$ cat config.mk
export PLATFORM = sky130hd
export DESIGN_NAME = trace_top
export DESIGN_NICKNAME = d
export VERILOG_FILES = /design/src/hdl/trace_pkg.sv /design/src/hdl/trace_top.sv /design/src/hdl/trace_wb_slave.sv /design/src/hdl/trace_formatter.sv /design/src/hdl/trace_fifo.sv
export SDC_FILE = /design/constraint.sdc
export NUM_CORES = 1
export LEC_CHECK = 0
export BUFFER_PORTS_ARGS = -buffer_cell sky130_fd_sc_hd__buf_2
export CAP_MARGIN = 20
export CORE_MARGIN = 2
export CORE_UTILIZATION = 45
export DETAILED_ROUTE_END_ITERATION = 8
export PLACE_DENSITY = 0.65
export SLEW_MARGIN = 20
export SYNTH_ARGS = -nofsm -noshare
export SYNTH_HDL_FRONTEND = slang
export SYNTH_SLANG_ARGS = --single-unit
$ cat constraint.sdc
create_clock -name clk_i -period 18.6 [get_ports clk_i]
set_input_delay 2.79 -clock clk_i [delete_from_list [all_inputs] [get_ports clk_i]]
set_output_delay 2.79 -clock clk_i [all_outputs]
set_load 0.02 [all_outputs]
$ cat src/hdl/trace_pkg.sv
package trace_pkg;

    // one retirement per cycle
    // only slot [0][0] of the core's retirement record is kept
    typedef struct packed {
        logic        valid;
        logic [31:0] pc;
        logic [31:0] instr;
        logic        trap;
        // single gpr write of the instruction
        logic        gpr_wb;
        logic [4:0]  rd;
        logic [31:0] rd_wdata;
        // single csr write of the instruction
        logic        csr_wb;
        logic [11:0] csr_addr;
        logic [31:0] csr_wdata;
    } retire_t;

    // first word of every record
    typedef struct packed {
        // low half of the cycle counter at capture
        logic [15:0] cycle;
        logic [4:0]  rd;
        // total words in the record, 3 to 6
        logic [2:0]  len;
        logic        trap;
        logic        gpr_wb;
        logic        csr_wb;
        // always zero
        logic [4:0]  reserved;
    } trace_hdr_t;

    // a fifo word is either a header or raw payload
    typedef union packed {
        logic [31:0] raw;
        trace_hdr_t  hdr;
    } trace_word_u;

    // wishbone classic, master side
    typedef struct packed {
        logic        cyc;
        logic        stb;
        logic        we;
        // word address
        logic [3:0]  adr;
        logic [31:0] dat;
    } wb_req_t;

    // wishbone classic, slave side
    typedef struct packed {
        logic        ack;
        logic [31:0] dat;
    } wb_rsp_t;

    // register map, word addresses
    localparam logic [3:0] REG_STATUS = 4'd0;
    localparam logic [3:0] REG_DATA   = 4'd1;
    localparam logic [3:0] REG_CTRL   = 4'd2;

    // header, pc, instr, rd data, csr address, csr data
    localparam int MAX_RECORD_LEN = 6;

endpackage
$ cat src/hdl/trace_top.sv
`timescale 1ns/10ps

module trace_top #(
    parameter int FIFO_DEPTH = 32
) (
    input  logic               clk_i,
    input  logic               rst_n_i,
    input  trace_pkg::retire_t retire,
    input  trace_pkg::wb_req_t wb_req,
    output trace_pkg::wb_rsp_t wb_rsp
);

    // formatter to fifo
    logic        fifo_wr;
    logic [31:0] fifo_wdata;
    // fifo state seen by formatter and slave
    logic [$clog2(FIFO_DEPTH):0] count;
    logic [31:0] rdata;
    // slave controls
    logic        fifo_rd;
    logic        flush;
    logic        enable;
    // refused record pulse
    logic        drop;

    trace_formatter #(
        .FIFO_DEPTH (FIFO_DEPTH)
    ) i_trace_formatter (
        .clk_i      (clk_i),
        .rst_n_i    (rst_n_i),
        .retire     (retire),
        .enable     (enable),
        .count      (count),
        .fifo_wr    (fifo_wr),
        .fifo_wdata (fifo_wdata),
        .drop       (drop)
    );

    trace_fifo #(
        .FIFO_DEPTH (FIFO_DEPTH)
    ) i_trace_fifo (
        .clk_i   (clk_i),
        .rst_n_i (rst_n_i),
        .wr      (fifo_wr),
        .wdata   (fifo_wdata),
        .rd      (fifo_rd),
        .flush   (flush),
        .rdata   (rdata),
        .count   (count)
    );

    trace_wb_slave #(
        .FIFO_DEPTH (FIFO_DEPTH)
    ) i_trace_wb_slave (
        .clk_i   (clk_i),
        .rst_n_i (rst_n_i),
        .wb_req  (wb_req),
        .count   (count),
        .rdata   (rdata),
        .drop    (drop),
        .wb_rsp  (wb_rsp),
        .fifo_rd (fifo_rd),
        .enable  (enable),
        .flush   (flush)
    );

endmodule

$ cat src/hdl/trace_wb_slave.sv
`timescale 1ns/10ps

module trace_wb_slave #(
    parameter int FIFO_DEPTH = 32
) (
    input  logic                        clk_i,
    input  logic                        rst_n_i,
    input  trace_pkg::wb_req_t          wb_req,
    input  logic [$clog2(FIFO_DEPTH):0] count,
    input  logic [31:0]                 rdata,
    input  logic                        drop,
    output trace_pkg::wb_rsp_t          wb_rsp,
    output logic                        fifo_rd,
    output logic                        enable,
    output logic                        flush
);

    logic        ack_q;
    logic [31:0] dat_q;
    logic        acc;
    logic        overflow;
    logic [7:0]  drop_cnt;
    logic [31:0] rd_mux;

    // new access sampled while ack is low
    assign acc = wb_req.cyc && wb_req.stb && !ack_q;

    // read data mux, sampled in the access cycle
    always_comb begin
        case (wb_req.adr)
            trace_pkg::REG_STATUS: rd_mux = {drop_cnt, 7'b0, overflow, 16'(count)};
            // empty fifo reads as zero
            trace_pkg::REG_DATA:   rd_mux = (count != '0) ? rdata : 32'b0;
            trace_pkg::REG_CTRL:   rd_mux = {31'b0, enable};
            default:               rd_mux = 32'b0;
        endcase
    end

    always_ff @(posedge clk_i, negedge rst_n_i) begin
        if (!rst_n_i) begin
            ack_q   <= 1'b0;
            fifo_rd <= 1'b0;
            flush   <= 1'b0;
            enable  <= 1'b0;
        end else begin
            // single cycle ack, one cycle after the access
            ack_q   <= acc;
            // pop lands in the ack cycle, head was already captured
            fifo_rd <= acc && !wb_req.we && (wb_req.adr == trace_pkg::REG_DATA) &&
                       (count != '0);
            flush   <= acc && wb_req.we && (wb_req.adr == trace_pkg::REG_CTRL) &&
                       wb_req.dat[1];
            if (acc && wb_req.we && (wb_req.adr == trace_pkg::REG_CTRL)) begin
                enable <= wb_req.dat[0];
            end
        end
    end

    // sticky overflow and saturating drop counter
    always_ff @(posedge clk_i, negedge rst_n_i) begin
        if (!rst_n_i) begin
            overflow <= 1'b0;
            drop_cnt <= '0;
        end else if (flush) begin
            overflow <= 1'b0;
            drop_cnt <= '0;
        end else if (drop) begin
            overflow <= 1'b1;
            if (drop_cnt != 8'hff) begin
                drop_cnt <= drop_cnt + 8'd1;
            end
        end
    end

    // read data held for the ack cycle
    always_ff @(posedge clk_i) begin
        if (acc && !wb_req.we) begin
            dat_q <= rd_mux;
        end
    end

    assign wb_rsp.ack = ack_q;
    assign wb_rsp.dat = dat_q;

endmodule

$ cat src/hdl/trace_formatter.sv
`timescale 1ns/10ps

module trace_formatter #(
    parameter int FIFO_DEPTH = 32
) (
    input  logic                      clk_i,
    input  logic                      rst_n_i,
    input  trace_pkg::retire_t        retire,
    input  logic                      enable,
    input  logic [$clog2(FIFO_DEPTH):0] count,
    output logic                      fifo_wr,
    output logic [31:0]               fifo_wdata,
    output logic                      drop
);

    localparam int CW = $clog2(FIFO_DEPTH) + 1;
    localparam int IW = $clog2(trace_pkg::MAX_RECORD_LEN);

    logic [15:0]            cycle_cnt;
    logic                   busy;
    logic [IW-1:0]          idx;
    logic [IW-1:0]          idx_nxt;
    logic                   last;
    logic [2:0]             len;
    logic [CW-1:0]          free;
    logic                   accept;
    trace_pkg::trace_word_u hdr_w;
    trace_pkg::retire_t     hold;
    logic [31:0]            hdr_q;

    // free-running, zero in the first cycle out of reset
    always_ff @(posedge clk_i, negedge rst_n_i) begin
        if (!rst_n_i) begin
            cycle_cnt <= '0;
        end else begin
            cycle_cnt <= cycle_cnt + 16'd1;
        end
    end

    // record length, 3 base words plus the optional ones
    assign len = 3'd3 + {2'b0, retire.gpr_wb} + {1'b0, retire.csr_wb, 1'b0};

    // count may lag pops by a cycle, so this is conservative
    assign free = CW'(FIFO_DEPTH) - count;

    // whole record must fit, partial records never reach the fifo
    assign accept = retire.valid && enable && !busy && (free >= CW'(len));

    // header built from the live record in the accept cycle
    always_comb begin
        hdr_w.raw          = '0;
        hdr_w.hdr.cycle    = cycle_cnt;
        hdr_w.hdr.rd       = retire.rd;
        hdr_w.hdr.len      = len;
        hdr_w.hdr.trap     = retire.trap;
        hdr_w.hdr.gpr_wb   = retire.gpr_wb;
        hdr_w.hdr.csr_wb   = retire.csr_wb;
        hdr_w.hdr.reserved = '0;
    end

    // word order: hdr, pc, instr, rd data, csr addr, csr data
    // absent optional words are skipped
    always_comb begin
        idx_nxt = idx + 1'b1;
        last    = 1'b0;
        case (idx)
            IW'(2): begin
                if (hold.gpr_wb) begin
                    idx_nxt = IW'(3);
                end else if (hold.csr_wb) begin
                    idx_nxt = IW'(4);
                end else begin
                    last = 1'b1;
                end
            end
            IW'(3): begin
                // csr pair follows only if present
                last = !hold.csr_wb;
            end
            IW'(5): begin
                last = 1'b1;
            end
            default: begin
            end
        endcase
    end

    always_ff @(posedge clk_i, negedge rst_n_i) begin
        if (!rst_n_i) begin
            busy <= 1'b0;
            idx  <= '0;
            drop <= 1'b0;
        end else begin
            if (accept) begin
                busy <= 1'b1;
                idx  <= '0;
            end else if (busy) begin
                // idle again once the last word is out
                busy <= !last;
                idx  <= idx_nxt;
            end
            // refused while enabled, one cycle pulse to the slave
            drop <= retire.valid && enable && !accept;
        end
    end

    // holding register for the accepted record
    always_ff @(posedge clk_i) begin
        if (accept) begin
            hold  <= retire;
            hdr_q <= hdr_w.raw;
        end
    end

    // one word per busy cycle
    assign fifo_wr = busy;

    always_comb begin
        case (idx)
            IW'(0):  fifo_wdata = hdr_q;
            IW'(1):  fifo_wdata = hold.pc;
            IW'(2):  fifo_wdata = hold.instr;
            IW'(3):  fifo_wdata = hold.rd_wdata;
            IW'(4):  fifo_wdata = {20'b0, hold.csr_addr};
            default: fifo_wdata = hold.csr_wdata;
        endcase
    end

endmodule

$ cat src/hdl/trace_fifo.sv
`timescale 1ns/10ps

module trace_fifo #(
    parameter int FIFO_DEPTH = 32
) (
    input  logic                        clk_i,
    input  logic                        rst_n_i,
    input  logic                        wr,
    input  logic [31:0]                 wdata,
    input  logic                        rd,
    input  logic                        flush,
    output logic [31:0]                 rdata,
    output logic [$clog2(FIFO_DEPTH):0] count
);

    localparam int AW = $clog2(FIFO_DEPTH);

    logic [31:0]   mem [FIFO_DEPTH];
    logic [AW-1:0] wr_ptr;
    logic [AW-1:0] rd_ptr;
    logic          empty;
    logic          full;
    logic          do_wr;
    logic          do_rd;

    assign empty = (count == '0);
    assign full  = (count == (AW+1)'(FIFO_DEPTH));

    // pop only real data
    assign do_rd = rd && !empty;
    // a pop in the same cycle frees the slot for a write
    assign do_wr = wr && (!full || do_rd);

    // pointers wrap on their own, depth is a power of two
    always_ff @(posedge clk_i, negedge rst_n_i) begin
        if (!rst_n_i) begin
            wr_ptr <= '0;
            rd_ptr <= '0;
            count  <= '0;
        end else if (flush) begin
            // flush drops everything in one cycle
            wr_ptr <= '0;
            rd_ptr <= '0;
            count  <= '0;
        end else begin
            if (do_wr) begin
                wr_ptr <= wr_ptr + 1'b1;
            end
            if (do_rd) begin
                rd_ptr <= rd_ptr + 1'b1;
            end
            case ({do_wr, do_rd})
                2'b10:   count <= count + 1'b1;
                2'b01:   count <= count - 1'b1;
                default: count <= count;
            endcase
        end
    end

    // storage
    always_ff @(posedge clk_i) begin
        if (do_wr) begin
            mem[wr_ptr] <= wdata;
        end
    end

    // first word fall through, head is always on rdata
    assign rdata = mem[rd_ptr];

endmodule

==> results.ini, run 1 <==
[outcome]
status = finished clean

[clocking]
clk_path_buf_depth = 3
cts_sinks = 1273
htree_levels = 4
cts.repair.resized = 0
cts_buffers = 130
holdBufCountCts = 0
path_clk_slew_ps = 60
cts_root_buf = clkbuf_16
post-cts-setup-buffers = 0
clk_latency_ps = 720
cts_tree = done

[global_route]
grt_overflow = 0
use_met1 = 0.306
use_met2 = 0.354
gr-max-usage-layer = met2
grt_usage = 0.223
antenna_found_initial = 6
grt_max_degree = 110
first_global_vias = 26100
grt_pass1_wl_um = 178000
grtUsageMet3 = 0.0495

[setup_path]
reg2reg_to = i_trace_wb_slave.dat_q[16]$_DFFE_PP_
r2r_setup_slack_ps = 13900
cp.required_ps = 18930
slowest_delay_ps = 890
timing.critical_path.buf_inv = 4
critPathMaxFanout = 85
critPathArrivalTime_ps = 6360
path_cells = buf_2, inv_1, ha_1, ha_1, a21o_1, a2111oi_4, nor3_4, buf_4, buf_4
cp-end-kind = flop
worstReg2RegStart = i_trace_fifo.rd_ptr[0]$_DFFE_PN0P_
start_kind = input pin
slowest_stage = buf_4
worstSetupPathType = input pin to flop
reg2reg_depth = 7
crit_path_start = retire[82]
crit_family = buffers and inverters

[drt]
drc_errors = 0
ant_nets = 0
wirelength_um = 124000
dr_total_vias = 25600
vias_per_cell = 6.00
detail_route.wl_per_cell_um = 29.0
drt-pass1-iter-count = 6
drt_iter0_drc = 3146

[synth]
synth_area_leaders = edfxtp_1 75%, mux4_2 8.1%, mux2i_1 3.6%
ys_warn_count = 0
synth_edf_count = 1223
synth_top_cell_by_area = edfxtp_1
syn_inst = 2471
synth_seq_cells = 1273
netlist_area_um2 = 49100
synth_seq_area_share = 0.774
synth_nets = 2683
async_reset_ff_frac = 0.0393
synth.distinct_cells = 61
syn_area_per_cell_um2 = 19.9
synth_top_area_frac = 0.748
synthFlopType = edfxtp_1

[layout]
stdcell_count = 4266
nets = 2961
drive_gt1_frac = 0.259
multiInputGateArea_um2 = 10800
fillerInstances = 8454
ff_latch_area_um2 = 38000
syn2layout_area_growth_pct = 14.9

[sta]
setup_viol_count_final = 0
finalSetupTns_ps = 0
hold_viol = 0
worst_slack_ps = 12560
report.final.slew_viol_count = 0
period_minus_slack_ps = 6040
fmax_ghz = 0.166
skew_ps = 34.6
rsz0062_at_grt = false
min_period_over_period = 0.325
worst_pin_slew_ps = 1030
max-slew-margin-rel = 0.313

[placed_design]
pre_cts_slack_ps = 11490
dp.cells = 4031
globalplace.congestion = 0.786
dp_hpwl_um = 68300
io_buffer_count = 192

[min_path]
worstHoldStart = i_trace_formatter.cycle_cnt[13]$_DFF_PN0_
holdPathStages = 0
hold_class = flop to flop
hold_end = i_trace_formatter.hdr_q[29]$_DFFE_PP_

[power]
finalPower_w = 0.00850
peakVddDrop_v = 0.000158
powerDensity_nw_per_um2 = 151
leakagePower_nw = 17.9

[floorplan]
dieArea_um2 = 112000
die_height_um = 334
start_util = 0.452
die_x_um = 334
core_um2 = 109000
boundaryPins = 223
rows = 121

[job]
maxCapViolCount = 0

-- final cells by class --
class,instances,share of cell area
sequential,1273,0.674
multi-input combinational,1040,0.192
clock buffer,178,0.0633
tap,1414,0.0314
timing repair buffer,286,0.0301
clock inverter,56,0.00826
inverter,18,0.00120
antenna,1,0.0000444
-- Yosys cell counts, drive strengths merged, types with 5 or more instances --
| master | count |
|---|---|
| edfxtp | 1223 |
| clkbuf | 70 |
| nor2 | 130 |
| mux4 | 177 |
| a31oi | 36 |
| o21bai | 9 |
| nand3 | 16 |
| buf | 70 |
| o21ai | 17 |
| nor3 | 9 |
| nor2b | 7 |
| nand2 | 43 |
| dfrtp | 50 |
| o22ai | 41 |
| a2111oi | 5 |
| a222oi | 7 |
| a21o | 9 |
| a22oi | 70 |
| nand4 | 6 |
| inv | 17 |
| a211oi | 55 |
| nor4 | 12 |
| and2 | 5 |
| xor2 | 14 |
| nand3b | 7 |
| mux2 | 13 |
| xnor2 | 17 |
| o221ai | 26 |
| a211o | 8 |
| mux2i | 177 |
| a22o | 24 |
| ha | 21 |
| a21oi | 35 |
| a32oi | 5 |
-- sequential cells by signal, summed over array words and instances (netlist names) --
name                         flops
i_trace_wb_slave.overflow        1
i_trace_wb_slave.fifo_rd         1
i_trace_formatter.drop           1
i_trace_fifo.mem              1024
i_trace_wb_slave.drop_cnt        8
i_trace_wb_slave.dat_q          32
i_trace_formatter.fifo_wr        1
i_trace_wb_slave.enable          1
i_trace_wb_slave.ack_q           1
i_trace_wb_slave.flush           1
i_trace_formatter.idx            3
i_trace_fifo.wr_ptr              5
i_trace_formatter.hold         140
i_trace_fifo.rd_ptr              5
i_trace_fifo.count               6
i_trace_formatter.cycle_cnt     16
i_trace_formatter.hdr_q         27
-- metrics by stage --
step	utilization	hold slack (ps)	cell area [um^2]
CTS	0.519	506	56400
global route	0.519	507	56400
global placement	0.482	466	52300
detailed placement	0.482	476	52300
floorplan	-	441	49100
finish	0.519	500	56400
-- logic make-up after synthesis --
family	Yosys count	synth area share
fa+ha+maj	22	0.00576
flops	1273	0.774
compound gates	355	0.0525
buf+inv	158	0.0164
xor+xnor	31	0.00553
mux	367	0.120
simple gates	265	0.0254
-- worst max-delay path by stage --
| stage | end | cells past startpoint |
|---|---|---|
| detailed placement | i_trace_formatter.hold[130]$_DFFE_PP_ | 9 |
| finish | i_trace_formatter.hold[20]$_DFFE_PP_ | 9 |
| global route | i_trace_formatter.hold[16]$_DFFE_PP_ | 9 |
| global placement | i_trace_formatter.hold[18]$_DFFE_PP_ | 9 |
| CTS | i_trace_formatter.hold[16]$_DFFE_PP_ | 9 |
| floorplan | i_trace_formatter.hdr_q[10]$_DFFE_PP_ | 6 |
-- routing by layer --
layer	part of all wire	vias up
li1	-	10800
met2	0.47	1394
met4	0.030	2
met3	0.10	227
met1	0.40	13200
met5	0.00011	-
-- cells in the final DEF, fill, tap and decap left out, types with 8 or more instances in the layout --
cell,synthesis,final
buf_2,31,192
ha_1,21,21
xor2_1,14,14
nand3_1,16,15
clkinv_1,1,22
inv_1,17,17
clkbuf_1,70,39
mux2_2,10,10
o21ai_0,17,17
xnor2_1,17,17
a22o_1,24,24
edfxtp_1,1223,1223
a21oi_1,35,35
o22ai_1,41,41
mux2i_1,177,177
nor2_4,1,33
a31oi_2,0,29
clkbuf_16,0,134
a22oi_1,70,70
nor2_1,129,97
o221ai_1,26,26
a211oi_1,54,54
nor4_1,11,11
a211o_1,8,8
nand2_1,43,43
buf_4,16,92
dfrtp_1,50,47
clkinv_2,0,15
a21o_1,9,9
o21bai_1,9,9
mux4_2,177,177
-- where the power goes --
group | switching, W | internal, W | total (W)
logic | 0.00132 | 0.000495 | 0.00182
clock network | 0.00105 | 0.00142 | 0.00247
registers | 0.0000973 | 0.00412 | 0.00421
total | 0.00247 | 0.00603 | 0.00850
(Power assumes the default switching activity.)
==> run 2: changes to the inputs <==
- clock period: 18.6 -> 6.1 ns (I/O delays scaled with it)
==> results.ini, run 2 (same netlist as run 1, synthesis figures left out) <==
[sta]
hold_viol = 0
report.final.slew_viol_count = 0
skew_ps = 38.9
worst_pin_slew_ps = 1200
min_period_over_period = 0.685
finalSetupTns_ps = 0
max-slew-margin-rel = 0.199
fmax_ghz = 0.239
rsz0062_at_grt = false
period_minus_slack_ps = 4180
setup_viol_count_final = 0
worst_slack_ps = 1920

[placed_design]
io_buffer_count = 192
pre_cts_slack_ps = 1930
globalplace.congestion = 0.816
dp_hpwl_um = 73000

[layout]
drive_gt1_frac = 0.259
layout_commonest_cell = edfxtp_1
syn2layout_area_growth_pct = 14.6
top_register = i_trace_fifo.mem
fillerInstances = 8393
final_cell_mix = 1223 x edfxtp_1, 192 x buf_2, 177 x mux4_2, 177 x mux2i_1, 121 x clkbuf_16
largest_register_ffs = 1024
largestRegisters = i_trace_fifo.mem x1024, i_trace_formatter.hold x140, i_trace_wb_slave.dat_q x32
nets = 2952

[power]
leakagePower_nw = 17.8
peakVddDrop_v = 0.000337
clock_power_share = 0.278
seqPwrFrac = 0.498
powerDensity_nw_per_um2 = 458
switching_share = 0.296
power_switching_w = 0.00762
power_frac_comb = 0.224
p_int_w = 0.0181

[setup_path]
worstSetupPathType = flop to flop
reg2reg_depth = 7
slowest_delay_ps = 1110
crit_path_end = i_trace_fifo.mem[0][6]$_DFFE_PP_
crit_path_start = i_trace_fifo.count[0]$_DFFE_PN0P_
slowest_stage = nor2_4
cp-end-kind = flop
worst-path-stages = 7
path_cells = inv_1, ha_1, or3b_4, o31a_1, nand2_1, nor2_4, buf_4
critPathArrivalTime_ps = 4530
crit_family = simple AND/OR/NAND/NOR gates
start_kind = flop
critPathMaxFanout = 19
reg2reg_to = i_trace_fifo.mem[0][6]$_DFFE_PP_
worstReg2RegStart = i_trace_fifo.count[0]$_DFFE_PN0P_
r2r_setup_slack_ps = 1920
cp.required_ps = 6450
timing.critical_path.buf_inv = 2

[global_route]
grt_usage = 0.220
antenna_found_initial = 7
first_global_vias = 26100
grt_overflow = 0
grt_pass1_wl_um = 178000
grt_max_degree = 100

[clocking]
cts.repair.resized = 0
htree_levels = 3
post-cts-setup-buffers = 0
path_clk_slew_ps = 60
cts_sinks = 1273
cts_buffers = 120
clk_latency_ps = 700
holdBufCountCts = 0
cts_root_buf = clkbuf_16
cts_tree = done
clk_path_buf_depth = 3

[floorplan]
start_util = 0.452
die_height_um = 334
dieArea_um2 = 112000
boundaryPins = 223
rows = 121
core_um2 = 109000
die_x_um = 334

[drt]
wirelength_um = 124000
detail_route.wl_per_cell_um = 29.0
drc_errors = 0
drt_iter0_drc = 2980
dr_total_vias = 25700
vias_per_cell = 6.03
drt-pass1-iter-count = 5
ant_nets = 0

[job]
maxCapViolCount = 0

[outcome]
status = finished clean

[min_path]
hold_class = input pin to async pin

## run 2: metrics by stage
stage	area, um^2	instances	util	hold WS, ps	total power (W)
detailed placement	52500	4032	0.483	467	0.0188
finish	56200	4259	0.518	397	0.0258
floorplan	49100	2471	-	441	0.0162
CTS	56200	4255	0.518	356	0.0259
global placement	52300	4029	0.482	473	0.0184
global route	56200	4258	0.518	362	0.0267
## run 2: power by group through the flow
stage | clock network, W | registers (W) | logic (W)
2_1_floorplan | 0 | 0.0130 | 0.00323
3_3_place_gp | 0 | 0.0130 | 0.00537
3_5_place_dp | 0 | 0.0130 | 0.00576
4_1_cts | 0.00728 | 0.0128 | 0.00577
5_1_grt | 0.00762 | 0.0129 | 0.00618
6_report | 0.00717 | 0.0128 | 0.00576
## run 2: how the worst min path moves through the flow
stage               cells past startpoint  slack [ps]                                       from                                   endpoint
global route                            1         360                                 retire[67]       i_trace_formatter.hold[67]$_DFFE_PP_
global placement                        0         470  i_trace_formatter.cycle_cnt[15]$_DFF_PN0_      i_trace_formatter.hdr_q[31]$_DFFE_PP_
finish                                  2         400                                    rst_n_i         i_trace_fifo.wr_ptr[2]$_DFFE_PN0P_
CTS                                     1         360                                  retire[4]        i_trace_formatter.hold[4]$_DFFE_PP_
floorplan                               1         440  i_trace_formatter.cycle_cnt[15]$_DFF_PN0_  i_trace_formatter.cycle_cnt[15]$_DFF_PN0_
detailed placement                      0         470  i_trace_formatter.cycle_cnt[15]$_DFF_PN0_      i_trace_formatter.hdr_q[31]$_DFFE_PP_
## run 2: area by class of cell
cell class	count	area (um^2)	share of cell area
Tap cell	1414	1770	0.0315
Sequential cell	1273	38000	0.675
Clock buffer	163	3300	0.0586
Timing Repair Buffer	287	1760	0.0313
Clock inverter	60	479	0.00852
Antenna cell	4	10.0	0.000178
Multi-Input combinational cell	1040	10900	0.193
Inverter	18	80.1	0.00142
## run 2: metal layers
layer / wire length (um) / vias up / global-route usage
met3: 9610 / 229 / 0.0352
met1: 49800 / 13500 / 0.305
met2: 60300 / 1197 / 0.360
met5: 27 / - / 0
met4: 3870 / 4 / 0.0698
li1: - / 10800 / -
## run 2: worst reg2reg max path, delay by kind of cell (launching register included)
kind                     cells  cell delay [ps]
buffers and inverters        2              570
AO/OA/AOI/OAI                1              460
flip-flops                   1              570
AND/OR/NAND/NOR              3             1980
adder cells (fa/ha/maj)      1              240
